`config.mk`:
```
export PLATFORM = sky130hd
export DESIGN_NAME = cam_filter_top
export DESIGN_NICKNAME = d
export VERILOG_FILES = /design/src/verilog/cam_filter_pkg.sv /design/src/verilog/cam_filter_top.sv /design/src/verilog/mode_output_mux.sv /design/src/verilog/pixel_luma_stage.sv /design/src/verilog/ir_command_decoder.sv
export VERILOG_INCLUDE_DIRS = /design/src /design/src/verilog
export SDC_FILE = /design/constraint.sdc
export NUM_CORES = 1
export LEC_CHECK = 0
export BUFFER_PORTS_ARGS = -buffer_cell sky130_fd_sc_hd__buf_2
export CAP_MARGIN = 20
export CORE_MARGIN = 2
export CORE_UTILIZATION = 59
export DETAILED_ROUTE_END_ITERATION = 8
export GPL_ROUTABILITY_DRIVEN = 0
export PLACE_DENSITY_LB_ADDON = 0.05
export SLEW_MARGIN = 10
export SYNTH_ARGS = -nofsm -noshare
export SYNTH_HDL_FRONTEND = slang
export SYNTH_SLANG_ARGS = --single-unit
```
`constraint.sdc`:
```
create_clock -name clk_25_vga -period 6.9 [get_ports clk_25_vga]
set_input_delay 0.69 -clock clk_25_vga [delete_from_list [all_inputs] [get_ports clk_25_vga]]
set_output_delay 0.69 -clock clk_25_vga [all_outputs]
set_load 0.05 [all_outputs]
```
`src/verilog/cam_filter_defs.svh`:
```
`ifndef CAM_FILTER_DEFS_SVH
`define CAM_FILTER_DEFS_SVH

// ============================================================
// widths
// ============================================================
`define PIXEL_W 16   // rgb565 frame-buffer word
`define CHAN_W  8    // one vga colour channel
`define KEY_W   8    // decoded ir key code
`define MODE_W  2    // display mode code

// ============================================================
// display modes
// ============================================================
`define MODE_ORIG   2'd0
`define MODE_GRAY   2'd1
`define MODE_BINARY 2'd2

// ============================================================
// ir key codes (remote layout)
// ============================================================
`define KEY_ORIG 8'h12   // back to camera colour
`define KEY_A    8'h0F   // grey
`define KEY_B    8'h13   // binary threshold
`define KEY_UP   8'h1A
`define KEY_DOWN 8'h1E

// threshold control
`define THR_RESET 8'd64
`define THR_STEP  8'd5

`endif
```
`src/verilog/cam_filter_pkg.sv`:
```
`include "cam_filter_defs.svh"

package cam_filter_pkg;

    // ============================================================
    // frame-buffer pixel word
    // ============================================================

    // the ram hands back one 16 bit word per pixel
    // expansion and luma need the colour fields,
    // while the pipeline registers just move the raw word
    typedef union packed {
        logic [`PIXEL_W-1:0] raw;   // word as read from the ram

        struct packed {
            logic [4:0] red;        // bits 15:11
            logic [5:0] green;      // bits 10:5
            logic [4:0] blue;       // bits 4:0
        } rgb;
    } rgb565_word_t;

    // green has one bit more than red and blue, which is
    // why the expansion pads it with two ones and not three

endpackage

```
`src/verilog/cam_filter_top.sv`:
```
`include "cam_filter_defs.svh"

module cam_filter_top (
    input  logic                         clk_25_vga,
    input  logic                         reset,

    // decoded ir commands
    input  logic                         key_valid,
    input  logic [`KEY_W-1:0]            key_code,

    // frame-buffer pixel stream
    input  logic                         pix_valid,
    output logic                         pix_ready,
    input  cam_filter_pkg::rgb565_word_t pix_word,
    input  logic                         pix_active,

    // vga pixel stream
    output logic                         out_valid,
    input  logic                         out_ready,
    output logic [`CHAN_W-1:0]           out_r,
    output logic [`CHAN_W-1:0]           out_g,
    output logic [`CHAN_W-1:0]           out_b
);

    import cam_filter_pkg::*;

    // ============================================================
    // internal nets
    // ============================================================
    logic [`MODE_W-1:0]  disp_mode;
    logic [`CHAN_W-1:0]  threshold;

    logic                s1_valid;
    logic                s1_ready;
    rgb565_word_t        s1_rgb565;
    logic [`CHAN_W-1:0]  s1_luma;
    logic                s1_active;

    ir_command_decoder u_ir_dec (
        .clk_25_vga (clk_25_vga),
        .reset      (reset),
        .key_valid  (key_valid),
        .key_code   (key_code),
        .disp_mode  (disp_mode),
        .threshold  (threshold)
    );

    // stage 1 expands rgb565 and computes luma
    pixel_luma_stage u_luma (
        .clk_25_vga (clk_25_vga),
        .reset      (reset),
        .pix_valid  (pix_valid),
        .pix_ready  (pix_ready),
        .pix_word   (pix_word),
        .pix_active (pix_active),
        .s1_valid   (s1_valid),
        .s1_ready   (s1_ready),
        .s1_rgb565  (s1_rgb565),
        .s1_luma    (s1_luma),
        .s1_active  (s1_active)
    );

    // stage 2 picks the colour per mode
    mode_output_mux u_mux (
        .clk_25_vga (clk_25_vga),
        .reset      (reset),
        .s1_valid   (s1_valid),
        .s1_ready   (s1_ready),
        .s1_rgb565  (s1_rgb565),
        .s1_luma    (s1_luma),
        .s1_active  (s1_active),
        .disp_mode  (disp_mode),
        .threshold  (threshold),
        .out_valid  (out_valid),
        .out_ready  (out_ready),
        .out_r      (out_r),
        .out_g      (out_g),
        .out_b      (out_b)
    );

endmodule

```
`src/verilog/mode_output_mux.sv`:
```
`include "cam_filter_defs.svh"

module mode_output_mux (
    input  logic                         clk_25_vga,
    input  logic                         reset,

    // from the luma stage
    input  logic                         s1_valid,
    output logic                         s1_ready,
    input  cam_filter_pkg::rgb565_word_t s1_rgb565,
    input  logic [`CHAN_W-1:0]           s1_luma,
    input  logic                         s1_active,

    // ir controls
    input  logic [`MODE_W-1:0]           disp_mode,
    input  logic [`CHAN_W-1:0]           threshold,

    // vga sink
    output logic                         out_valid,
    input  logic                         out_ready,
    output logic [`CHAN_W-1:0]           out_r,
    output logic [`CHAN_W-1:0]           out_g,
    output logic [`CHAN_W-1:0]           out_b
);

    // ============================================================
    // colour select
    // ============================================================
    logic [`CHAN_W-1:0] orig_r;
    logic [`CHAN_W-1:0] orig_g;
    logic [`CHAN_W-1:0] orig_b;
    logic [`CHAN_W-1:0] bin_val;
    logic [`CHAN_W-1:0] next_r;
    logic [`CHAN_W-1:0] next_g;
    logic [`CHAN_W-1:0] next_b;

    assign orig_r = {s1_rgb565.rgb.red,   3'b111};
    assign orig_g = {s1_rgb565.rgb.green, 2'b11};
    assign orig_b = {s1_rgb565.rgb.blue,  3'b111};

    assign bin_val = (s1_luma >= threshold) ? 8'hFF : 8'h00;

    always_comb begin
        if (!s1_active) begin
            next_r = '0;    // blanking is black in every mode
            next_g = '0;
            next_b = '0;
        end else begin
            case (disp_mode)
                `MODE_GRAY: begin
                    next_r = s1_luma;
                    next_g = s1_luma;
                    next_b = s1_luma;
                end
                `MODE_BINARY: begin
                    next_r = bin_val;
                    next_g = bin_val;
                    next_b = bin_val;
                end
                default: begin    // MODE_ORIG and the unused code
                    next_r = orig_r;
                    next_g = orig_g;
                    next_b = orig_b;
                end
            endcase
        end
    end

    // ============================================================
    // output register
    // ============================================================
    logic take;

    assign s1_ready = ~out_valid | out_ready;
    assign take     = s1_valid & s1_ready;

    always_ff @(posedge clk_25_vga) begin
        if (reset) begin
            out_valid <= 1'b0;
        end else if (take) begin
            out_valid <= 1'b1;
        end else if (out_ready) begin
            out_valid <= 1'b0;
        end
    end

    // colour held while the sink stalls
    always_ff @(posedge clk_25_vga) begin
        if (take) begin
            out_r <= next_r;
            out_g <= next_g;
            out_b <= next_b;
        end
    end

endmodule

```
`src/verilog/pixel_luma_stage.sv`:
```
`include "cam_filter_defs.svh"

module pixel_luma_stage (
    input  logic                         clk_25_vga,
    input  logic                         reset,

    // frame-buffer read side
    input  logic                         pix_valid,
    output logic                         pix_ready,
    input  cam_filter_pkg::rgb565_word_t pix_word,
    input  logic                         pix_active,   // low during blanking

    // towards the output mux
    output logic                         s1_valid,
    input  logic                         s1_ready,
    output cam_filter_pkg::rgb565_word_t s1_rgb565,
    output logic [`CHAN_W-1:0]           s1_luma,
    output logic                         s1_active
);

    // ============================================================
    // rgb565 to rgb888
    // ============================================================
    logic [`CHAN_W-1:0] r_888;
    logic [`CHAN_W-1:0] g_888;
    logic [`CHAN_W-1:0] b_888;

    // missing low bits filled with ones, so full scale stays ffh
    assign r_888 = {pix_word.rgb.red,   3'b111};
    assign g_888 = {pix_word.rgb.green, 2'b11};
    assign b_888 = {pix_word.rgb.blue,  3'b111};

    // ============================================================
    // luma, 76 r + 150 g + 26 b
    // ============================================================
    logic [16:0] r_ext;
    logic [16:0] g_ext;
    logic [16:0] b_ext;
    logic [16:0] gray_sum;
    logic [`CHAN_W-1:0] luma_next;

    assign r_ext = {9'd0, r_888};
    assign g_ext = {9'd0, g_888};
    assign b_ext = {9'd0, b_888};

    assign gray_sum = (r_ext << 6) + (r_ext << 3) + (r_ext << 2)   // 64+8+4
                    + (g_ext << 7) + (g_ext << 4) + (g_ext << 2)   // 128+16+4
                    + (g_ext << 1)                                 // +2
                    + (b_ext << 4) + (b_ext << 3) + (b_ext << 1);  // 16+8+2

    // weights add up to 252, so bit 16 never sets and the
    // upper byte is bits 15:8
    assign luma_next = pix_active ? gray_sum[15:8] : '0;

    // ============================================================
    // stage register
    // ============================================================
    logic take;

    // empty, or the held pixel leaves this cycle
    assign pix_ready = ~s1_valid | s1_ready;
    assign take      = pix_valid & pix_ready;

    always_ff @(posedge clk_25_vga) begin
        if (reset) begin
            s1_valid <= 1'b0;
        end else if (take) begin
            s1_valid <= 1'b1;
        end else if (s1_ready) begin
            s1_valid <= 1'b0;    // drained, nothing new
        end
    end

    // payload only moves on acceptance
    always_ff @(posedge clk_25_vga) begin
        if (take) begin
            s1_rgb565 <= pix_word;
            s1_luma   <= luma_next;
            s1_active <= pix_active;
        end
    end

endmodule

```
`src/verilog/ir_command_decoder.sv`:
```
`include "cam_filter_defs.svh"

module ir_command_decoder (
    input  logic                clk_25_vga,
    input  logic                reset,
    input  logic                key_valid,    // one cycle per decoded key
    input  logic [`KEY_W-1:0]   key_code,
    output logic [`MODE_W-1:0]  disp_mode,
    output logic [`CHAN_W-1:0]  threshold
);

    // ============================================================
    // threshold limits
    // ============================================================
    localparam logic [`CHAN_W-1:0] THR_MAX = '1;
    localparam logic [`CHAN_W-1:0] THR_MIN = '0;

    logic [`CHAN_W-1:0] thr_up;     // next value for KEY_UP
    logic [`CHAN_W-1:0] thr_down;   // next value for KEY_DOWN

    // saturating steps, computed up front so the
    // register block below stays a plain case
    always_comb begin
        if (threshold >= THR_MAX - `THR_STEP) begin
            thr_up = THR_MAX;
        end else begin
            thr_up = threshold + `THR_STEP;
        end

        if (threshold <= THR_MIN + `THR_STEP) begin
            thr_down = THR_MIN;
        end else begin
            thr_down = threshold - `THR_STEP;
        end
    end

    // ============================================================
    // command register
    // ============================================================
    always_ff @(posedge clk_25_vga) begin
        if (reset) begin
            disp_mode <= `MODE_ORIG;
            threshold <= `THR_RESET;
        end else if (key_valid) begin
            case (key_code)
                `KEY_ORIG: begin
                    disp_mode <= `MODE_ORIG;
                end
                `KEY_A: begin
                    disp_mode <= `MODE_GRAY;
                end
                `KEY_B: begin
                    disp_mode <= `MODE_BINARY;
                end
                `KEY_UP: begin
                    threshold <= thr_up;
                end
                `KEY_DOWN: begin
                    threshold <= thr_down;
                end
                default: begin
                    // other remote keys have no function here
                end
            endcase
        end
    end

endmodule

```
### Yosys cells after proc, flatten, opt, wreduce, memory -nomap -nowiden

Index checks and enable logic that the tools add are counted.

| word-level totals | value |
|---|---|
| register bits after elaboration | 61 |
| bits of input ports | 30 |
| word-level logic and storage cells | 55 |

| cells by class | value |
|---|---|
| add/subtract/negate cells | 11 |
| $lt $le $gt $ge | 3 |
| eq/ne operators | 7 |
| mux-type cells | 12 |
| bitwise gates (word level) | 6 |
| reductions and logical operators | 6 |

Operator list:

| cell | count |
|---|---|
| $pmux 8 s2 | 4 |
| $add 16x10->16 | 2 |
| $add 16x12->16 | 2 |
| $add 16x9->16 | 2 |
| $eq 8x5->1 const B | 4 |
| $mux 8 | 3 |
| $add 16x11->16 | 1 |
| $add 16x15->16 | 1 |
| $add 14x11->15 | 1 |
| $add 8x3->8 const B | 1 |
| $eq 8x4->1 const B | 1 |
| $ge 8x8->1 | 1 |
| $ge 8x8->1 const B | 1 |
| $le 8x3->1 const B | 1 |
| $sub 8x3->8 const B | 1 |
| $pmux 2 s3 | 1 |
| $reduce_bool 2->1 | 3 |
| $mux 1 | 4 |
| $reduce_and 2->1 | 2 |
| $reduce_bool 3->1 | 1 |
| $and 1x1->1 | 2 |
| $eq 2x1->1 const B | 1 |
| $eq 2x2->1 const B | 1 |
| $not 1->1 | 2 |
| $or 1x1->1 | 2 |

### Longest topological paths before layout

Gate-level depths: netlist of run 1.

| depth | value |
|---|---|
| depth after elaboration | 9 |
| gate-level depth with buffers | 18 |
| gate-level depth less buffers | 18 |

### By module

From an unflattened synthesis of run 1, not the netlist that was laid out.

| unflattened totals | value |
|---|---|
| cells, all modules | 443 |
| area, all modules | 4419.2 um2 |

By module, submodules not included:

| module | times used | cells an instance | area an instance (um2) | sequential area each (um2) |
|---|---|---|---|---|
| pixel_luma_stage | 1 | 195 | 2267.2 | 770.7 |
| mode_output_mux | 1 | 133 | 1316.3 | 590.6 |
| ir_command_decoder | 1 | 115 | 835.8 | 200.2 |

### Worst setup path before layout of run 1

Ideal clock, no wire load.

| path | value |
|---|---|
| path kind | input-to-reg |
| start | input pix_word[13] (netlist bit) |
| end | register u_luma.s1_luma[7], data pin |
| setup time | 0.263 ns |
| arrival | 4.831 ns |
| slack | 1.807 ns |
| cell stages on the path | 16 |
| buffers on the path | 1 |
| cells stage by stage | clkbuf_1 o31a_1 o21ai_0 nand2b_1 xor2_1 fa_1 fa_1 fa_1 inv_1 fa_1 inv_1 ha_1 o21a_1 a2111oi_0 or3_1 a21boi_0 |

| on the way | value |
|---|---|
| word-level cells in the longest chain between the ends | 9 |

Ends and longest elaborated chain:

| item | line | RTL |
|---|---|---|
| start, declared | cam_filter_top.sv:14 | `input cam_filter_pkg::rgb565_word_t pix_word,` |
| $add 14x11->15 | pixel_luma_stage.sv:46 | `assign gray_sum = (r_ext << 6) + (r_ext << 3) + (r_ext << 2)` |
| $add 16x10->16 * | pixel_luma_stage.sv:46 |  |
| $add 16x15->16 * | pixel_luma_stage.sv:47 | `+ (g_ext << 7) + (g_ext << 4) + (g_ext << 2)` |
| $add 16x12->16 * | pixel_luma_stage.sv:47 |  |
| $add 16x10->16 * | pixel_luma_stage.sv:47 |  |
| $add 16x9->16 * | pixel_luma_stage.sv:48 | `+ (g_ext << 1)` |
| $add 16x12->16 * | pixel_luma_stage.sv:49 | `+ (b_ext << 4) + (b_ext << 3) + (b_ext << 1);` |
| $add 16x11->16 * | pixel_luma_stage.sv:49 |  |
| $add 16x9->16 * | pixel_luma_stage.sv:49 |  |
| end signal, assigned | pixel_luma_stage.sv:78 | `s1_luma <= luma_next;` |
| end, declared | pixel_luma_stage.sv:17 | `` output logic [`CHAN_W-1:0] s1_luma, `` |

Mark *: on every way between the ends. The rest lies on a longest branch, timed or not.
A chain may end at the register's enable or synchronous reset.

### Worst setup path in the final report of run 1

| path | value |
|---|---|
| start | input pix_word[11] (netlist bit) |
| end | register u_luma.s1_luma[7], data pin |

The elaborated chain is that of the path after synthesis.

==> results of run 1 <==
layer usage:
metal	part of all wire (%)	wire length, um
met1	44	3730
met4	0.99	83
met3	5.4	452
met2	49	4160
met5	0	0
area by class of cell:
| cell class | count | share of cell area [%] |
|---|---|---|
| Clock buffer | 5 | 1.46 |
| Clock inverter | 3 | 0.584 |
| Inverter | 55 | 4.38 |
| Multi-Input combinational cell | 283 | 51.5 |
| Sequential cell | 56 | 33.1 |
| Tap cell | 99 | 2.63 |
| Timing Repair Buffer | 57 | 6.31 |
worst max-delay path by stage:
stage	slack, ns	to	start	cells after the start
5_1_grt	1.41	u_luma.s1_luma[7]	pix_word[11]	17
2_1_floorplan	1.81	u_luma.s1_luma[7]	pix_word[13]	16
3_5_place_dp	1.38	u_luma.s1_luma[7]	pix_word[11]	17
6_report	1.67	u_luma.s1_luma[7]	pix_word[11]	17
4_1_cts	1.73	u_luma.s1_luma[7]	pix_word[11]	17
3_3_place_gp	1.55	u_luma.s1_luma[7]	pix_word[11]	17
cells in the final DEF (no fill, tap or decap), drive strengths merged, types with 3 or more instances in the layout:
master   n
xor2     5
edfxtp  44
a21o     3
nand2   18
nand3    7
a21boi   4
xnor2    7
nor2    18
buf     57
ha      43
nor2b    3
nor3     8
o21a     4
inv     56
and2    10
nand4    5
nand2b   6
o31ai    4
o21ai   35
dfxtp   12
a31oi    5
or3      3
clkbuf   5
a21oi   32
fa      32
cell families (layout without fill, tap and decap cells):
group           count (synthesis)  after routing  share of synthesized area [%]
buf+inv                        70            120                           7.51
simple gates                   90             90                           11.4
xor+xnor                       12             12                           2.44
compound gates                105            105                           14.9
flops                          56             56                           36.2
mux                             1              1                          0.232
fa+ha+maj                      75             75                           27.3
power breakdown:
part | leakage, nW | internal [W] | switching (W)
clock network | 0.0463 | 0.0000748 | 0.000116
registers | 0.525 | 0.000424 | 0.0000240
logic | 1.43 | 0.000346 | 0.000395
metrics by stage:
step                      total power, W  hold slack [ns]  util [%]  std cells  setup slack (ns)
after floorplan                  0.00105            0.454         -        409              1.81
after global placement           0.00118            0.468      64.2        549              1.55
after detailed placement         0.00120            0.487      64.2        549              1.38
after CTS                        0.00139            0.501      65.5        557              1.73
after global routing             0.00152            0.537      65.7        558              1.41
final                            0.00138            0.497      65.7        558              1.67
worst register-to-register path: stages (launching register included):
cell and delay [ns]:
dfxtp_1 0.54, inv_1 0.14, ha_1 0.33, a21o_1 0.16
a31oi_1 0.14, o21ai_1 0.11, o31ai_2 0.86, a21boi_0 0.26
registers in the layout, indices dropped and copies added (netlist names):
register and flops:
u_luma.s1_valid 1, u_mux.out_b 8, u_mux.out_valid 1, u_mux.out_r 5
u_luma.s1_rgb565 16, u_ir_dec.disp_mode 2, u_luma.s1_luma 8, u_mux.out_g 6
u_ir_dec.threshold 8, u_luma.s1_active 1
==> run metrics, run 1 <==
outcome complete, no violations; Clock Sinks 56; CTS tree built; busiest metal layer after global routing met2; Worst-Skew Late Latency a little over 0.3 ns; peak supply drop 267 uV; synth top area cells edfxtp_1 (31%), fa_1 (15%), ha_1 (12%); cell area after layout 4720 um2; Core ar. between 7000 and 8000 um2; placed inst area ~4600 um2; pin count of the biggest net entering global routing 26; FILL cells ~580; area of the multi-input gates 2430 um2; end of the worst hold path u_ir_dec.disp_mode[0]; capturing point of the worst reg2reg path u_mux.out_b[0]; leakage approximately 2 nW; wire length per cell 15.1 um; Fmax approximately 0.19 GHz; most common cell in the netlist inv_1; Synth Cell Area 4320 um2; Remaining Overflow, GRT 0; Starting Density 60.1%; M1 GR Usage between 30% and 40%; Post-synth ARST share 0%; Fin Clk Skew roughly 0.0094 ns; final hold viol count 0; met2 Use GR 37.6%; io pins 56; Crit Path Class primary input to register; CTS Buf Count 5; Hold Buf Count CTS 0; CP Capture Type register; placed wire-length estimate 6910 um; path category of the worst min-delay check register to register; most frequent cells after synthesis inv_1 (55), edfxtp_1 (44), ha_1 (43), a21oi_1 (32), fa_1 (32); CTS root buf clkbuf_8; hold depth 2; Final #Nets roughly 560; Post-route DRC 0; gr usage total a little under a quarter; YS warnings 0; # port buffers 55; HP Start u_ir_dec.disp_mode[0]; reg-to-reg slack, setup between 4 and 5 ns; worst-path cell chain buf_2, ha_1, o31a_1, o21ai_0, nand2b_1, xor2_1, fa_1, fa_1, fa_1, inv_1, fa_1, inv_1, ha_1, o21a_1, a2111oi_0, o21ai_0, a21boi_0; layout cells sized above 1 about 16%; post-CTS setup buffer count 0; worst-case reg-to-reg path depth 7; Synth Flop Type edfxtp_1; FP Rows 31; die area around 8000 um2; Synth Instances 409; DIE HEIGHT around 90 um; worst rel slew slack 27.5%; slowest cell on the critical path fa_1; Cell Pwr Density roughly 290 nW/um2; Yosys reg bits 56; Post-DRT Antenna Nets 0; Slew Limit Fails 0; Avg Synthesized Cell Area around 11 um2; CP arrival 5.37 ns; die width 89.5 um; GR Layer Usage met3 4.16%; FF+latch area approximately 1600 um2; area share of the largest cell type after synthesis 30.6%; final setup fails 0; CP peak stage delay roughly 0.55 ns; RSZ-0062 raised after global routing no; initial antenna violation count 0; post-synth cell types 57; Routed Wire Length 8430 um; RR Startpoint u_ir_dec.threshold[2]; Inserted Diodes 0; Critical Path Start Type primary input; first-pass GRT wire length 13800 um; CP max FO 7; largest area contributor in the netlist edfxtp_1; vias in the first global route just under 3000; post-synthesis sequential area ratio a little over a third; CP bufs+invs 3; syn_nets 514; H-tree Lvls 2; iteration-0 DRC count of the detailed router around 150; Via density between 5 and 6; setup_tns 0 ns; family with the most delay on the worst path adder cells; Clock transition at path regs 0.10 ns; min cycle time layout approximately 5.2 ns; WP data required roughly 7.1 ns; clock buffer depth 2; most used cell, CP fa_1; TritonRoute pass-1 iters 4; EDFF count, synth between 40 and 50; post-CTS resize count 0; # Max-Cap Violations 0; Worst Tran Pin Value between 1 and 1.5 ns; area grow syn2layout 9.28%; Tcrit/Tclk final roughly 76%; via count between 3000 and 4000
(Power assumes the default switching activity.)
==> run 2, diff against run 1 <==
CORE_UTILIZATION = 53   (was 59)
clock period = 4.45 ns   (was 6.9 ns; I/O delays follow)
==> run 2 against run 1 <==
Sequential cell count did not move; non-clock buffer count rose by 20; worst hold slack got worse by 0.18 ns; combinational power rose by 120%; design area rose by 6.0%.
==> run metrics, run 2 (synthesized netlist as in run 1, its figures left out) <==
Starting Density 55.3% (-4.9 points); outcome complete, no violations; Worst Tran Pin Value 0.513 ns (-0.569 ns); peak supply drop 497 uV (+86%); CTS root buf clkbuf_8; Hold Buf Count CTS 0 (unchanged); CP arrival 4.38 ns (-0.99 ns); CP peak stage delay 0.55 ns (about the same); CP Capture Type register; FP Rows 32 (+3.2%); initial antenna violation count 0 (unchanged); register with the most flip-flops u_luma.s1_rgb565; die width 94.2 um (+5.3%); clock buffer depth 2 (unchanged); TritonRoute pass-1 iters 4 (unchanged); worst-case reg-to-reg path depth 8 (+1); WP data required 4.52 ns (-2.53 ns); Final #Nets 583 (+3.6%); wire length per cell 15.3 um (+1.5%); final core utilization 64.0% (-1.7 points); H-tree Lvls 2 (unchanged); Clock transition at path regs 0.10 ns (about the same); Remaining Overflow, GRT 0 (unchanged); max reg flops 16 (unchanged); HP Start pix_word[0]; final setup margin 0.141 ns (-1.53 ns); gr usage total 21.1% (-1.6 points); Routed Wire Length 8900 um (+5.7%); final setup fails 0 (unchanged); placed wire-length estimate 7210 um (+4.4%); end of the worst hold path u_luma.s1_rgb565[0]; Fin Clk Skew 0.00725 ns (-0.00213 ns); path category of the worst min-delay check primary input to register; most frequent cells in the layout inv_1 (54), buf_2 (54), edfxtp_1 (44), ha_1 (37); CTS tree built; setup_tns 0 ns (unchanged); CP bufs+invs 3 (unchanged); worst rel slew slack 65.5% (+38 points); area grow syn2layout 15.9%; # port buffers 55 (unchanged); Post-DRT Antenna Nets 0 (unchanged); pin count of the biggest net entering global routing 26 (unchanged); Core ar. 7810 um2 (+8.8%); io pins 56 (unchanged); hold depth 1 (-1); final hold viol count 0 (unchanged); reg-to-reg slack, setup 2.05 ns (-2.00 ns); CP max FO 5 (-2); first-pass GRT wire length 14600 um (+5.4%); worst hold margin 0.321 ns (-0.176 ns); vias in the first global route 3120 (+6.3%); worst-path cell chain clkbuf_4, ha_4, o31a_1, or2_2, ha_4, fa_1, fa_1, fa_1, inv_1, ha_4, nand4_1, o31ai_4, buf_4, a31oi_2, xnor2_1, and2_1; Critical Path Start Type primary input; Inserted Diodes 0 (unchanged); layout cells sized above 1 23.0% (+7.3 points); leakage 2.10 nW (+5.0%); via count 3224 (+4.0%); slowest cell on the critical path fa_1; RSZ-0062 raised after global routing no; capturing point of the worst reg2reg path u_mux.out_b[3]; Tcrit/Tclk final a little over nine tenths; iteration-0 DRC count of the detailed router 169 (+9.7%); pre-CTS WS -0.393 ns (-1.78 ns); DIE HEIGHT 94.2 um (+5.3%); family with the most delay on the worst path adder cells; Via density 5.55 (-0.12%); Crit Path Class primary input to register; RR Startpoint u_ir_dec.threshold[2]; CTS Buf Count 5 (unchanged); min cycle time layout ~4.3 ns; Post-route DRC 0 (unchanged); # Max-Cap Violations 0 (unchanged); Cell Pwr Density 525 nW/um2 (+79%); Fmax between 0.2 and 0.25 GHz; Clock Sinks 56 (unchanged); die area 8880 um2 (+11%); Worst-Skew Late Latency 0.31 ns (about the same); Slew Limit Fails 0 (unchanged)
[run 2: cell types whose count changed in the layout (fill, tap and decap cells not counted), sizes merged]
cell and change:
clkbuf +1, buf +19, clkinv -1, clkinvlp +1
[run 2: worst register-to-register path, delay by kind of cell, from the launching register on]
kind                     cells  cell delay, ns
buffers and inverters        2            0.41
adder cells (fa/ha/maj)      1            0.33
AO/OA/AOI/OAI                5            0.88
flip-flops                   1            0.54
[run 2: layout make-up]
type / count / area [um2]
Clock buffer: 5 / 68.8
Clock inverter: 3 / 26.3
Fill cell: 667 / 2810
Inverter: 55 / 206
Multi-Input combinational cell: 283 / 2560
Sequential cell: 56 / 1560
Tap cell: 102 / 128
Timing Repair Buffer: 77 / 450
[run 2: per-layer routing]
metal | part of all wire [%] | routed length [um] | global-route usage (%)
met1 | 46 | 4090 | 30.4
met5 | 0 | 0 | 0
met4 | 1.6 | 146 | 6.16
met3 | 4.8 | 425 | 2.81
met2 | 48 | 4250 | 33.5
[run 2: how the worst max path moves through the flow]
| stage | from | end | slack, ns | depth (start not counted) |
|---|---|---|---|---|
| after floorplan | pix_word[13] | u_luma.s1_luma[7] | -0.009 | 16 |
| after global placement | pix_word[11] | u_luma.s1_luma[6] | -0.29 | 15 |
| after detailed placement | pix_word[11] | u_luma.s1_luma[7] | -0.39 | 16 |
| after CTS | pix_word[11] | u_luma.s1_luma[7] | -0.02 | 17 |
| after global routing | pix_word[11] | u_luma.s1_luma[7] | 0.02 | 18 |
| final | pix_word[11] | u_luma.s1_luma[4] | 0.14 | 16 |
[run 2: power by group]
group	switching, W	total, W	internal, W
registers	0.0000390	0.000696	0.000657
logic	0.000792	0.00164	0.000844
clock network	0.000176	0.000291	0.000115
[run 2: metrics by stage]
stage	power (W)	cells	area [um2]
after global placement	0.00205	568	4770
after global routing	0.00287	581	5000
after floorplan	0.00169	409	4360
final	0.00262	581	5000
after detailed placement	0.00209	568	4770
after CTS	0.00240	576	4870
[run 2: timing repair]
| item | in CTS | in global routing |
|---|---|---|
| setup endpoints to repair | 2 | 3 |
| buffers inserted | 0 | 3 |
| resized for setup | 1 | 17 |
| pin swaps | 1 | 16 |
==> run 3, diff against run 2 <==
SETUP_SLACK_MARGIN = 0.4   (was unset)
==> run 3 against run 2 <==
Die area unchanged; first-iteration DRC count shrank 20%; utilization is 1.6 points higher; non-clock buffer count is 3 higher; design area is 2.5% higher; setup slack improved by 0.074 ns; sequential power shrank 0.7%; worst hold slack improved by 0.014 ns; routed wire length fell by 3.6%; clock-buffer cell count unchanged; highest routed layer unchanged.
==> run metrics, run 3 (synthesized netlist as in run 1, its figures left out) <==
Worst Tran Pin Value 0.482 ns (-0.0307 ns); met2 Use GR 31.0% (-2.6 points); FP Rows 32 (unchanged); Cells after DPL 566 (-0.35%); Remaining Overflow, GRT 0 (unchanged); placed inst area 4780 um2 (+0.39%); Routed Wire Length 8580 um (-3.6%); cell area after layout 5120 um2 (+2.5%); end of the worst hold path u_luma.s1_rgb565[0]; # port buffers 55 (unchanged); HP Start pix_word[0]; setup_tns 0 ns (unchanged); Post-DRT Antenna Nets 0 (unchanged); busiest metal layer after global routing met2; WP data required 4.52 ns (about the same); # Max-Cap Violations 0 (unchanged); critical path depth in cells 24 (+8); CTS tree built; wire length per cell 14.7 um (-4.1%); die width 94.2 um (unchanged); worst-path cell chain buf_12, ha_4, o31a_1, o21ai_1, nand2b_1, buf_4, buf_4, buf_4, buf_4, buf_4, buf_4, nand3_1, xnor2_1, ha_1, inv_1, fa_1, inv_1, ha_1, ha_1, ha_2, or3_1, o21ai_0, or3_1, a21boi_1; family with the most delay on the worst path adder cells; origin of the worst setup path pix_word[11]; initial antenna violation count 0 (unchanged); Fmax 0.236 GHz (+1.7%); leading cell type in the layout, fill and taps excluded buf_2; first-pass GRT wire length 13900 um (-4.8%); hold depth 1 (unchanged); Fin Clk Skew 0.00742 ns (+0.000168 ns); Crit Path Class primary input to register; Cell Pwr Density 546 nW/um2 (+4.0%); Tcrit/Tclk final 95.2% (-1.7 points); outcome complete, no violations; gr usage total 20.2% (-0.90 points); area grow syn2layout 18.7%; CTS root buf clkbuf_8; Core ar. 7810 um2 (unchanged); Non-Filler Instances 584 (+0.52%); clock buffer depth 2 (unchanged); CP arrival 4.30 ns (-0.08 ns); layout cells sized above 1 25.1% (+2.1 points); DIE HEIGHT 94.2 um (unchanged); capturing point of the worst reg2reg path u_mux.out_b[5]; reg-to-reg slack, setup 2.06 ns (about the same); worst-case reg-to-reg path depth 8 (unchanged); CP max FO 5 (unchanged); Worst-Skew Late Latency 0.31 ns (about the same); max reg flops 16 (unchanged); slowest cell on the critical path fa_1; worst hold margin 0.336 ns (+0.0142 ns); die area 8880 um2 (unchanged); Post-route DRC 0 (unchanged); Inserted Diodes 0 (unchanged); Tot Pwr 0.00280 W (+6.6%); min cycle time layout 4.24 ns (-0.0737 ns); final setup fails 0 (unchanged); Slew Limit Fails 0 (unchanged); via count 3231 (+0.22%); CP Capture Type register; register with the most flip-flops u_luma.s1_rgb565; final hold viol count 0 (unchanged); most frequent cells in the layout buf_2 (52), inv_1 (49), edfxtp_1 (44), ha_1 (35), fa_1 (31); CP peak stage delay 0.47 ns (-0.08 ns); pin count of the biggest net entering global routing 26 (unchanged); RSZ-0062 raised after global routing yes; leakage 2.14 nW (+1.6%); Clock transition at path regs 0.10 ns (about the same); iteration-0 DRC count of the detailed router 135 (-20%); CTS Buf Count 5 (unchanged); TritonRoute pass-1 iters 4 (unchanged); Critical Path Start Type primary input; RR Startpoint u_ir_dec.threshold[2]; placed wire-length estimate 6880 um (-4.5%); path category of the worst min-delay check primary input to register; peak supply drop 615 uV (+24%); most used cell, CP buf_4; vias in the first global route 2902 (-7.0%); H-tree Lvls 2 (unchanged); Via density 5.53 (-0.30%); Final #Nets 586 (+0.51%); Starting Density 55.3% (unchanged); GR Layer Usage met3 3.13% (+0.32 points); CP bufs+invs 9 (+6); worst rel slew slack 67.6% (+2.1 points); M1 GR Usage 29.7% (-0.75 points); Clock Sinks 56 (unchanged); io pins 56 (unchanged)
-- run 3: cell types whose count changed in the layout (fill, tap and decap cells not counted), sizes merged --
cell / before / now
buf: 76 / 80
clkbuf: 6 / 5
clkinv: 0 / 1
clkinvlp: 2 / 1
-- run 3: area by class of cell --
cell class,instances,area [um2]
fillers,671,2680
multi-input cells,283,2630
flip-flops and latches,56,1560
repair buffers,80,502
inverters,55,209
well taps,102,128
clock buffers,5,68.8
clock inverters,3,27.5
-- run 3: routing by layer --
layer / vias up / share of wire, %
met5: - / 0
li1: 1581 / -
met2: 96 / 47
met4: 0 / 1.6
met1: 1545 / 46
met3: 9 / 5.9
-- run 3: worst max path at each step --
stage,end,slack (ns)
2_1_floorplan,u_luma.s1_luma[7],0.04
6_report,u_luma.s1_luma[7],0.21
3_3_place_gp,u_luma.s1_luma[7],-0.25
5_1_grt,u_luma.s1_luma[6],0.11
4_1_cts,u_luma.s1_luma[7],0.18
3_5_place_dp,u_luma.s1_luma[7],-0.29
-- run 3: power by group --
part	internal, W	switching, W
clock network	0.000116	0.000173
registers	0.000656	0.0000350
logic	0.000964	0.000851
-- run 3: what timing repair did --
action / 4_1_cts / 5_1_grt
hold buffers: 0 / 0
endpoints found under the setup margin: 6 / 6
pin swaps: 28 / 12
buffers inserted: 6 / 2
gates resized for setup: 20 / 14
-- run 3: through the flow --
| stage | worst slack [ns] | utilization (%) |
|---|---|---|
| after floorplan | 0.0367 | - |
| after global placement | -0.251 | 61.3 |
| after detailed placement | -0.289 | 61.3 |
| after CTS | 0.183 | 64.2 |
| after global routing | 0.108 | 65.6 |
| final | 0.215 | 65.6 |
